### config.mk
export PLATFORM = sky130hd
export DESIGN_NAME = oq_top
export DESIGN_NICKNAME = d
export VERILOG_FILES = /design/src/hdl/oq_pkg.sv /design/src/hdl/oq_stream_if.sv /design/src/hdl/oq_axil_regs.sv /design/src/hdl/oq_distributor.sv /design/src/hdl/oq_fifo.sv /design/src/hdl/oq_top.sv
export VERILOG_INCLUDE_DIRS = /design/src /design/src/include
export SDC_FILE = /design/constraint.sdc
export NUM_CORES = 2
export LEC_CHECK = 0
export BUFFER_PORTS_ARGS = -buffer_cell sky130_fd_sc_hd__buf_4
export CAP_MARGIN = 20
export CORE_MARGIN = 3
export CORE_UTILIZATION = 40
export DETAILED_ROUTE_END_ITERATION = 8
export MAX_ROUTING_LAYER = met4
export PLACE_DENSITY_LB_ADDON = 0.3
export SKIP_CTS_REPAIR_TIMING = 1
export SYNTH_ARGS = -nofsm -noshare
export SYNTH_HDL_FRONTEND = slang
export SYNTH_SLANG_ARGS = --single-unit
### constraint.sdc
create_clock -name axi_aclk -period 10 [get_ports axi_aclk]
set_clock_uncertainty 0.1 [all_clocks]
set_input_delay 2 -clock axi_aclk [delete_from_list [all_inputs] [get_ports axi_aclk]]
set_output_delay 2 -clock axi_aclk [all_outputs]
set_load 0.03 [all_outputs]
### src/include/oq_defines.svh
/*
 * Sizes, thresholds and register offsets of the output-queue stage.
 * Included by the package, the stream interface and the RTL modules.
 */
`ifndef OQ_DEFINES_SVH
`define OQ_DEFINES_SVH

// Stream word and queue count
`define OQ_DATA_WIDTH       32
`define OQ_NUM_QUEUES       4
`define OQ_QUEUE_IDX_WIDTH  2

// FIFO depths as log2
`define OQ_IN_DEPTH_BITS    2
`define OQ_OUT_DEPTH_BITS   4   // 16 words per output queue

// Longest legal packet in words
`define OQ_MAX_PKT_WORDS    4

// Leaves room for one maximum packet above the threshold
`define OQ_PROG_FULL_LEVEL  ((1 << `OQ_OUT_DEPTH_BITS) - `OQ_MAX_PKT_WORDS)

// AXI-lite register map
`define OQ_REG_LAST_QUEUE   32'h0000_0000
`define OQ_REG_CLEAR        32'h0000_0004
`define OQ_REG_DROP_BASE    32'h0000_0010   // Drop count i at base + 4*i

`endif

### src/hdl/oq_pkg.sv
/*
 * Shared types of the output-queue stage: the stream beat, the one-hot
 * queue mask, the drop counter and the distributor states.
 * Referenced by scoped name from the modules that need them.
 */
`default_nettype none

`include "oq_defines.svh"

package oq_pkg;

   // One stream beat as stored in the FIFOs
   typedef struct packed {
      logic                      last;
      logic [`OQ_DATA_WIDTH-1:0] data;
   } oq_word_t;

   typedef logic [`OQ_NUM_QUEUES-1:0] queue_mask_t;   // One bit per queue

   typedef logic [31:0] drop_count_t;

   // Packet distributor FSM
   typedef enum logic [1:0] {
      ST_IDLE   = 2'd0,
      ST_WR_PKT = 2'd1,
      ST_DROP   = 2'd2
   } dist_state_t;

endpackage

`default_nettype wire

### src/hdl/oq_stream_if.sv
/*
 * Stream link between blocks of the output-queue stage.
 * The source drives data, last and valid, the sink drives ready.
 * A beat moves on a clock edge with tvalid and tready both high.
 */
`timescale 1ns/10ps
`default_nettype none

`include "oq_defines.svh"

interface oq_stream_if;

   logic [`OQ_DATA_WIDTH-1:0] tdata;
   logic                      tlast;
   logic                      tvalid;
   logic                      tready;

   modport src (
      output tdata,
      output tlast,
      output tvalid,
      input  tready
   );

   modport dst (
      input  tdata,
      input  tlast,
      input  tvalid,
      output tready
   );

endinterface

`default_nettype wire

### src/hdl/oq_axil_regs.sv
/*
 * AXI-lite slave of the output-queue stage. Holds the last-queue setting and
 * the per-queue drop counters, and serves reads of the register map.
 * One write and one read in flight at a time.
 */
`timescale 1ns/10ps
`default_nettype none

`include "oq_defines.svh"

module oq_axil_regs (
   input  wire                             axi_aclk,
   input  wire                             axi_resetn,
   input  wire  [31:0]                     s_axi_awaddr,
   input  wire                             s_axi_awvalid,
   output logic                            s_axi_awready,
   input  wire  [31:0]                     s_axi_wdata,
   input  wire  [3:0]                      s_axi_wstrb,
   input  wire                             s_axi_wvalid,
   output logic                            s_axi_wready,
   output logic [1:0]                      s_axi_bresp,
   output logic                            s_axi_bvalid,
   input  wire                             s_axi_bready,
   input  wire  [31:0]                     s_axi_araddr,
   input  wire                             s_axi_arvalid,
   output logic                            s_axi_arready,
   output logic [31:0]                     s_axi_rdata,
   output logic [1:0]                      s_axi_rresp,
   output logic                            s_axi_rvalid,
   input  wire                             s_axi_rready,
   input  wire  oq_pkg::queue_mask_t       drop_event,
   output logic [`OQ_QUEUE_IDX_WIDTH-1:0]  last_queue
);

   oq_pkg::drop_count_t drop_count [`OQ_NUM_QUEUES];
   logic                wr_hs;      // Address and data accepted this cycle
   logic                clear;
   logic [31:0]         rd_mux;

   assign s_axi_awready = wr_hs;
   assign s_axi_wready  = wr_hs;
   assign s_axi_bresp   = 2'b00;   // OKAY
   assign s_axi_rresp   = 2'b00;

   assign clear = wr_hs & (s_axi_awaddr == `OQ_REG_CLEAR);

   // Write channel handshake and response
   always_ff @(posedge axi_aclk) begin
      if (!axi_resetn) begin
         wr_hs        <= 1'b0;
         s_axi_bvalid <= 1'b0;
         last_queue   <= `OQ_QUEUE_IDX_WIDTH'(`OQ_NUM_QUEUES - 1);
      end else begin
         wr_hs <= s_axi_awvalid & s_axi_wvalid & ~wr_hs & ~s_axi_bvalid;
         if (wr_hs) begin
            s_axi_bvalid <= 1'b1;
         end else if (s_axi_bready) begin
            s_axi_bvalid <= 1'b0;
         end
         if (wr_hs && s_axi_awaddr == `OQ_REG_LAST_QUEUE && s_axi_wstrb[0]) begin
            last_queue <= s_axi_wdata[`OQ_QUEUE_IDX_WIDTH-1:0];
         end
      end
   end

   // Clear wins over a same-cycle drop
   always_ff @(posedge axi_aclk) begin
      if (!axi_resetn) begin
         for (int i = 0; i < `OQ_NUM_QUEUES; i++) begin
            drop_count[i] <= '0;
         end
      end else begin
         for (int i = 0; i < `OQ_NUM_QUEUES; i++) begin
            if (clear) begin
               drop_count[i] <= '0;
            end else if (drop_event[i]) begin
               drop_count[i] <= drop_count[i] + 1'b1;
            end
         end
      end
   end

   always_comb begin
      rd_mux = '0;   // Clear register and holes read as zero
      if (s_axi_araddr == `OQ_REG_LAST_QUEUE) begin
         rd_mux = 32'(last_queue);
      end
      for (int i = 0; i < `OQ_NUM_QUEUES; i++) begin
         if (s_axi_araddr == `OQ_REG_DROP_BASE + 32'(4 * i)) begin
            rd_mux = drop_count[i];
         end
      end
   end

   // Read channel: arready for one cycle, rvalid on the next
   always_ff @(posedge axi_aclk) begin
      if (!axi_resetn) begin
         s_axi_arready <= 1'b0;
         s_axi_rvalid  <= 1'b0;
      end else begin
         s_axi_arready <= s_axi_arvalid & ~s_axi_arready & ~s_axi_rvalid;
         if (s_axi_arready) begin
            s_axi_rvalid <= 1'b1;
         end else if (s_axi_rready) begin
            s_axi_rvalid <= 1'b0;
         end
      end
   end

   always_ff @(posedge axi_aclk) begin
      if (s_axi_arready) begin
         s_axi_rdata <= rd_mux;
      end
   end

endmodule

`default_nettype wire

### src/hdl/oq_distributor.sv
/*
 * Round-robin packet distributor. Sends each whole packet from the input
 * FIFO to the current target queue, or drops it when that queue is past its
 * threshold. The rotation wraps after last_queue or after the highest queue.
 */
`timescale 1ns/10ps
`default_nettype none

`include "oq_defines.svh"

module oq_distributor (
   input  wire                                axi_aclk,
   input  wire                                axi_resetn,
   oq_stream_if.dst                           in_stream,
   oq_stream_if.src                           out_stream [`OQ_NUM_QUEUES],
   input  wire  oq_pkg::queue_mask_t          queue_full,
   input  wire  [`OQ_QUEUE_IDX_WIDTH-1:0]     last_queue,
   output oq_pkg::queue_mask_t                drop_event
);

   oq_pkg::dist_state_t state;
   oq_pkg::dist_state_t state_next;
   oq_pkg::queue_mask_t target;        // One-hot
   oq_pkg::queue_mask_t target_next;
   oq_pkg::queue_mask_t target_adv;
   oq_pkg::queue_mask_t full_q;        // Full flags, one cycle late
   logic                wrap;
   logic                write_beat;
   logic                last_beat;

   // Threshold leaves room for a whole packet, no wait on queue ready
   assign in_stream.tready = (state != oq_pkg::ST_IDLE);

   assign write_beat = (state == oq_pkg::ST_WR_PKT) & in_stream.tvalid;
   assign last_beat  = in_stream.tvalid & in_stream.tlast;

   // Wrap after the programmed last queue or the highest one
   assign wrap       = target[last_queue] | target[`OQ_NUM_QUEUES-1];
   assign target_adv = wrap ? oq_pkg::queue_mask_t'(1) : (target << 1);

   for (genvar g = 0; g < `OQ_NUM_QUEUES; g++) begin : g_out
      assign out_stream[g].tvalid = write_beat & target[g];
      assign out_stream[g].tdata  = in_stream.tdata;
      assign out_stream[g].tlast  = in_stream.tlast;
   end

   always_comb begin
      state_next  = state;
      target_next = target;
      drop_event  = '0;
      case (state)
         oq_pkg::ST_IDLE: begin
            if (in_stream.tvalid) begin
               if ((full_q & target) == '0) begin
                  state_next = oq_pkg::ST_WR_PKT;
               end else begin
                  state_next = oq_pkg::ST_DROP;
                  drop_event = target;   // Single-cycle pulse
               end
            end
         end
         oq_pkg::ST_WR_PKT,
         oq_pkg::ST_DROP: begin
            // Both states consume one beat per cycle until end of packet
            if (last_beat) begin
               state_next  = oq_pkg::ST_IDLE;
               target_next = target_adv;
            end
         end
         default: begin
            state_next = oq_pkg::ST_IDLE;
         end
      endcase
   end

   always_ff @(posedge axi_aclk) begin
      if (!axi_resetn) begin
         state  <= oq_pkg::ST_IDLE;
         target <= oq_pkg::queue_mask_t'(1);   // Start at queue 0
         full_q <= '0;
      end else begin
         state  <= state_next;
         target <= target_next;
         full_q <= queue_full;
      end
   end

endmodule

`default_nettype wire

### src/hdl/oq_fifo.sv
/*
 * Fall-through FIFO for stream words. A written word is visible at the read
 * side one cycle later. Serves as input FIFO and as each output queue.
 */
`timescale 1ns/10ps
`default_nettype none

module oq_fifo #(
   parameter int depth_bits      = 2,
   parameter int prog_full_level = 3
) (
   input  wire                     axi_aclk,
   input  wire                     axi_resetn,
   input  wire                     wr_en,
   input  wire  oq_pkg::oq_word_t  wr_word,
   oq_stream_if.src                rd,
   output logic                    nearly_full,
   output logic                    prog_full
);

   localparam int depth = 1 << depth_bits;

   oq_pkg::oq_word_t      mem [depth];
   logic [depth_bits-1:0] wr_ptr;
   logic [depth_bits-1:0] rd_ptr;
   logic [depth_bits:0]   count;      // Fill level, one extra bit for full
   logic                  empty;
   logic                  full;
   logic                  do_wr;
   logic                  do_rd;

   assign empty = (count == '0);
   assign full  = (count == (depth_bits + 1)'(depth));
   assign do_wr = wr_en & ~full;         // Writes into a full buffer are lost
   assign do_rd = rd.tvalid & rd.tready;

   // Head word falls through to the read side
   assign rd.tvalid = ~empty;
   assign rd.tdata  = mem[rd_ptr].data;
   assign rd.tlast  = mem[rd_ptr].last;

   // One slot left
   assign nearly_full = (count >= (depth_bits + 1)'(depth - 1));
   assign prog_full   = (count >= (depth_bits + 1)'(prog_full_level));

   always_ff @(posedge axi_aclk) begin
      if (do_wr) begin
         mem[wr_ptr] <= wr_word;
      end
   end

   always_ff @(posedge axi_aclk) begin
      if (!axi_resetn) begin
         wr_ptr <= '0;
         rd_ptr <= '0;
         count  <= '0;
      end else begin
         if (do_wr) begin
            wr_ptr <= wr_ptr + 1'b1;
         end
         if (do_rd) begin
            rd_ptr <= rd_ptr + 1'b1;
         end
         // Simultaneous read and write keep the level
         case ({do_wr, do_rd})
            2'b10:   count <= count + 1'b1;
            2'b01:   count <= count - 1'b1;
            default: count <= count;
         endcase
      end
   end

endmodule

`default_nettype wire

### src/hdl/oq_top.sv
/*
 * Output-queue stage top level. Input FIFO, round-robin distributor, one
 * FIFO per output queue and the AXI-lite register slave, all on axi_aclk.
 */
`timescale 1ns/10ps
`default_nettype none

`include "oq_defines.svh"

module oq_top (
   input  wire                                        axi_aclk,
   input  wire                                        axi_resetn,
   input  wire  [`OQ_DATA_WIDTH-1:0]                  s_axis_tdata,
   input  wire                                        s_axis_tlast,
   input  wire                                        s_axis_tvalid,
   output logic                                       s_axis_tready,
   output logic [`OQ_NUM_QUEUES*`OQ_DATA_WIDTH-1:0]   m_axis_tdata,   // Queue i at word i
   output logic [`OQ_NUM_QUEUES-1:0]                  m_axis_tlast,
   output logic [`OQ_NUM_QUEUES-1:0]                  m_axis_tvalid,
   input  wire  [`OQ_NUM_QUEUES-1:0]                  m_axis_tready,
   input  wire  [31:0]                                s_axi_awaddr,
   input  wire                                        s_axi_awvalid,
   output logic                                       s_axi_awready,
   input  wire  [31:0]                                s_axi_wdata,
   input  wire  [3:0]                                 s_axi_wstrb,
   input  wire                                        s_axi_wvalid,
   output logic                                       s_axi_wready,
   output logic [1:0]                                 s_axi_bresp,
   output logic                                       s_axi_bvalid,
   input  wire                                        s_axi_bready,
   input  wire  [31:0]                                s_axi_araddr,
   input  wire                                        s_axi_arvalid,
   output logic                                       s_axi_arready,
   output logic [31:0]                                s_axi_rdata,
   output logic [1:0]                                 s_axi_rresp,
   output logic                                       s_axi_rvalid,
   input  wire                                        s_axi_rready
);

   oq_pkg::oq_word_t                 in_word;
   logic                             in_nearly_full;
   oq_pkg::queue_mask_t              queue_full;
   oq_pkg::queue_mask_t              drop_event;
   logic [`OQ_QUEUE_IDX_WIDTH-1:0]   last_queue;
   logic [`OQ_NUM_QUEUES-1:0]        q_nearly_full;
   oq_pkg::oq_word_t                 q_word [`OQ_NUM_QUEUES];

   oq_stream_if in_rd ();
   oq_stream_if dist_out [`OQ_NUM_QUEUES] ();
   oq_stream_if q_out [`OQ_NUM_QUEUES] ();

   assign in_word       = '{last: s_axis_tlast, data: s_axis_tdata};
   assign s_axis_tready = ~in_nearly_full;

   oq_fifo #(
      .depth_bits      (`OQ_IN_DEPTH_BITS),
      .prog_full_level (1 << `OQ_IN_DEPTH_BITS)
   ) u_in_fifo (
      .axi_aclk    (axi_aclk),
      .axi_resetn  (axi_resetn),
      .wr_en       (s_axis_tvalid & s_axis_tready),
      .wr_word     (in_word),
      .rd          (in_rd),
      .nearly_full (in_nearly_full),
      .prog_full   ()
   );

   oq_distributor u_dist (
      .axi_aclk   (axi_aclk),
      .axi_resetn (axi_resetn),
      .in_stream  (in_rd),
      .out_stream (dist_out),
      .queue_full (queue_full),
      .last_queue (last_queue),
      .drop_event (drop_event)
   );

   for (genvar g = 0; g < `OQ_NUM_QUEUES; g++) begin : g_queue
      assign q_word[g]          = '{last: dist_out[g].tlast, data: dist_out[g].tdata};
      assign dist_out[g].tready = ~q_nearly_full[g];

      oq_fifo #(
         .depth_bits      (`OQ_OUT_DEPTH_BITS),
         .prog_full_level (`OQ_PROG_FULL_LEVEL)
      ) u_out_fifo (
         .axi_aclk    (axi_aclk),
         .axi_resetn  (axi_resetn),
         .wr_en       (dist_out[g].tvalid),
         .wr_word     (q_word[g]),
         .rd          (q_out[g]),
         .nearly_full (q_nearly_full[g]),
         .prog_full   (queue_full[g])
      );

      assign m_axis_tdata[g*`OQ_DATA_WIDTH +: `OQ_DATA_WIDTH] = q_out[g].tdata;
      assign m_axis_tlast[g]  = q_out[g].tlast;
      assign m_axis_tvalid[g] = q_out[g].tvalid;
      assign q_out[g].tready  = m_axis_tready[g];
   end

   oq_axil_regs u_regs (
      .axi_aclk      (axi_aclk),
      .axi_resetn    (axi_resetn),
      .s_axi_awaddr  (s_axi_awaddr),
      .s_axi_awvalid (s_axi_awvalid),
      .s_axi_awready (s_axi_awready),
      .s_axi_wdata   (s_axi_wdata),
      .s_axi_wstrb   (s_axi_wstrb),
      .s_axi_wvalid  (s_axi_wvalid),
      .s_axi_wready  (s_axi_wready),
      .s_axi_bresp   (s_axi_bresp),
      .s_axi_bvalid  (s_axi_bvalid),
      .s_axi_bready  (s_axi_bready),
      .s_axi_araddr  (s_axi_araddr),
      .s_axi_arvalid (s_axi_arvalid),
      .s_axi_arready (s_axi_arready),
      .s_axi_rdata   (s_axi_rdata),
      .s_axi_rresp   (s_axi_rresp),
      .s_axi_rvalid  (s_axi_rvalid),
      .s_axi_rready  (s_axi_rready),
      .drop_event    (drop_event),
      .last_queue    (last_queue)
   );

endmodule

`default_nettype wire

==> flow_metrics.tcl <==
set metrics [dict create \
    fmaxAchievable_mhz 154 \
    placed_cell_area_um2 104000 \
    critPathBufInv 3 \
    synth_enable_flop_cells 2404 \
    synthTopCellsByArea "edfxtp_1 74%, mux4_2 17%, dfxtp_1 1.9%, xor2_1 0.99%, nor2_1 0.63%" \
    synth_mux_area_share_pct 16.8 \
    synthArstFlopShare_pct 0 \
    routed-via-count 46400 \
    critPathCaptureType "output port" \
    io_buffer_count 285 \
    met2_length_mm 114 \
    hold_end "u_regs.s_axi_arready" \
    synth_compound_area_share_pct 0.637 \
    setup_violations 0 \
    clk_pin_slew_ns 0.06 \
    hold_path.class "flop to flop" \
    tns_ns 0 \
    hp-start "u_regs.s_axi_rvalid" \
    critical_path_class "flop to output port" \
    hold_violations 0 \
    coreArea_um2 242000 \
    max_stage_delay_ns 0.80 \
    synthAdderAreaFrac_pct 0.622 \
    status "complete, no violations" \
    grt_use_total_pct 18.8 \
    tightest_slew_ns 1.03 \
    final_area_um2 113000 \
    reg2reg_depth 6 \
    start_kind "flop" \
    p_leak_nw 35.0 \
    synth_top_area_share_pct 73.8 \
    fin_crit_sh_pct 64.9 \
    gr-total-overflow 0 \
    die_area_um2 251000 \
    cpMostUsedCell "buf_4" \
    crit_fanout 54 \
    gp_congestion 0.781 \
    rows 180 \
    clk_latency_ns 0.89 \
    maxCapViolations 0 \
    ys_ff_latch 2497 \
    root_buffer "clkbuf_16" \
    cts_tree "yes" \
    dp_hpwl_mm 119 \
    cts_buffer_depth 4 \
    r2r-end "g_queue[1].u_out_fifo.mem[11][27]" \
    syn_area_per_cell_um2 21.9 \
    grt_pass1_vias 48300 \
    initial_utilization_pct 40.4 \
    fp.dieW_um 501 \
    crit_chain "buf_4, buf_4, mux4_2, mux4_2, buf_4" \
    worstPathRequired_ns 7.90 \
    maxSlewHeadroom_pct 31.5 \
    power.density_nw_per_um2 219 \
    wl_met3_mm 16.9 \
    hold_path_depth 1 \
    cts_sinks 2497 \
    synth_area_um2 97800 \
    firstDrtPassIters 5 \
    routedWlPerCell_um 27.7 \
    finalCriticalPeriod_ns 6.49 \
    routed_wl_mm 230 \
    wl_met1_mm 93.1 \
    slowest_stage "buf_4" \
    yosysTopAreaCell "edfxtp_1" \
    ys.flop_type "edfxtp_1" \
    route.top_layer_used "met4" \
    synth_top_family_by_area "multiplexers" \
    post-route-drc-count 0 \
    arrival_ns 4.39 \
    slew_violations 0 \
    vias_per_cell 5.56 \
    yosys_warnings 0 \
    path_delay_family "buffers and inverters" \
    grt_first_pass_wirelength_mm 333 \
    drt-initial-drc-count 5006 \
    drive_gt1_share_pct 31.6 \
    final_nets 5122 \
    syn-instance-count 4462 \
    yosysUniqueCellTypes 61 \
    synth_xor_area_share_pct 1.45 \
    cts_max_level 5 \
    rsz0062_at_grt "no" \
    grt_start_max_net_pins 108 \
    fin_hold_ws_ns 0.356 \
    area_growth_pct 15.4 \
    worstReg2RegStart "u_dist.target[1]" \
    ir_drop_mv 0.147 \
    yosys.area_share.simple_pct 3.45 \
    synth-seq-area-share_pct 75.7 \
    die_y_um 501 \
    antenna_found_initial 35 \
    drt.antenna.violating_nets 0 \
    finalPower_mw 24.7 \
    ioPinCount 323 \
    r2r_setup_slack_ns 6.09 \
    cts_made_buffers 278 \
]
-- through the flow --
| stage | utilization, % | std cells | setup slack, ns |
|---|---|---|---|
| global route | 46.7 | 8326 | 3.32 |
| floorplan | - | 4465 | 4.92 |
| detailed placement | 43.1 | 7831 | 4.38 |
| CTS | 46.6 | 8301 | 3.43 |
| finish | 46.7 | 8329 | 3.51 |
| global placement | 43.1 | 7828 | 4.37 |
-- metal layers --
layer	up-vias	track usage [%]
li1	19500	-
met1	24900	24.5
met2	1592	30.3
met3	372	3.69
met4	0	5.30
met5	-	-
-- layout by cell type (no fill, tap or decap), types with 12 or more instances in the layout --
cell        count
a21oi_1        17
and2_1         43
and2_2         20
and3_1         59
and4_1         12
buf_4         418
bufinv_16      16
clkbuf_1       59
clkbuf_16     286
clkinv_1       50
clkinv_2       32
clkinvlp_4     12
dfxtp_1        75
diode_2        25
edfxtp_1     2404
ha_1           47
inv_1          54
mux2i_1        17
mux4_2        722
nand2_1        84
nand3_1        65
nand4_1        52
nor2_1        147
nor2_4         16
nor2b_1        20
nor3_2         12
nor4_1         21
nor4_2         18
o21ai_0        20
xnor2_1        51
xor2_1        111
-- cell type report --
cell class | count | area, µm²
Multi-Input combinational cell | 1673 | 22800
Inverter | 55 | 206
Antenna cell | 25 | 62.6
Clock buffer | 350 | 7450
Fill cell | 20000 | 129000
Sequential cell | 2497 | 74100
Tap cell | 3185 | 3990
Timing Repair Buffer | 424 | 3280
Clock inverter | 120 | 1020
-- cell usage after synthesis (51+ instances only) --
library cell  count
nor2_1          163
nand2_1          84
nand4_1          52
inv_1            54
clkbuf_1        135
dfxtp_1          93
xor2_1          111
mux4_2          722
xnor2_1          51
edfxtp_1       2404
and2_1           63
buf_2            61
nand3_1          65
and3_1           63
-- worst max-delay path by stage --
| stage | startpoint | end | depth (start not counted) |
|---|---|---|---|
| finish | flop | m_axis_tdata[113] | 5 |
| global route | flop | m_axis_tdata[68] | 5 |
| CTS | flop | m_axis_tdata[113] | 5 |
| detailed placement | flop | m_axis_tdata[113] | 5 |
| global placement | flop | m_axis_tdata[112] | 5 |
| floorplan | g_queue[2].u_out_fifo.count[2] | g_queue[2].u_out_fifo.mem[0][0] | 5 |
-- power breakdown --
group / internal (mW) / switching [mW]
Clock: 5.66 / 3.95
Combinational: 0.549 / 1.79
Sequential: 12.6 / 0.103
-- sequential cells by signal, summed over array words and instances, names as in the netlist, 2 cells and up, named ones only --
name and cells:
u_in_fifo.wr_ptr 2, u_in_fifo.rd_ptr 2, u_in_fifo.mem 132, u_dist.target 4, u_regs.last_queue 2, u_regs.drop_count 128, u_dist.full_q 4, g_queue.u_out_fifo.count 20
g_queue.u_out_fifo.wr_ptr 16, u_in_fifo.count 3, u_dist.state 2, g_queue.u_out_fifo.rd_ptr 16, u_regs.s_axi_rdata 32, g_queue.u_out_fifo.mem 2112
-- cells by family (layout without fill, tap and decap cells) --
kind of cell / count (synthesis) / in the layout
and+or+nand+nor: 625 / 625
AOI/OAI and AO/OA: 92 / 92
adders and majority gates: 48 / 48
other: 1 / 29
DFF: 2497 / 2497
xor gates and xnor gates: 162 / 162
muxes: 742 / 742
buffers and inverters: 295 / 949
Power figures use the tool's default switching activity.
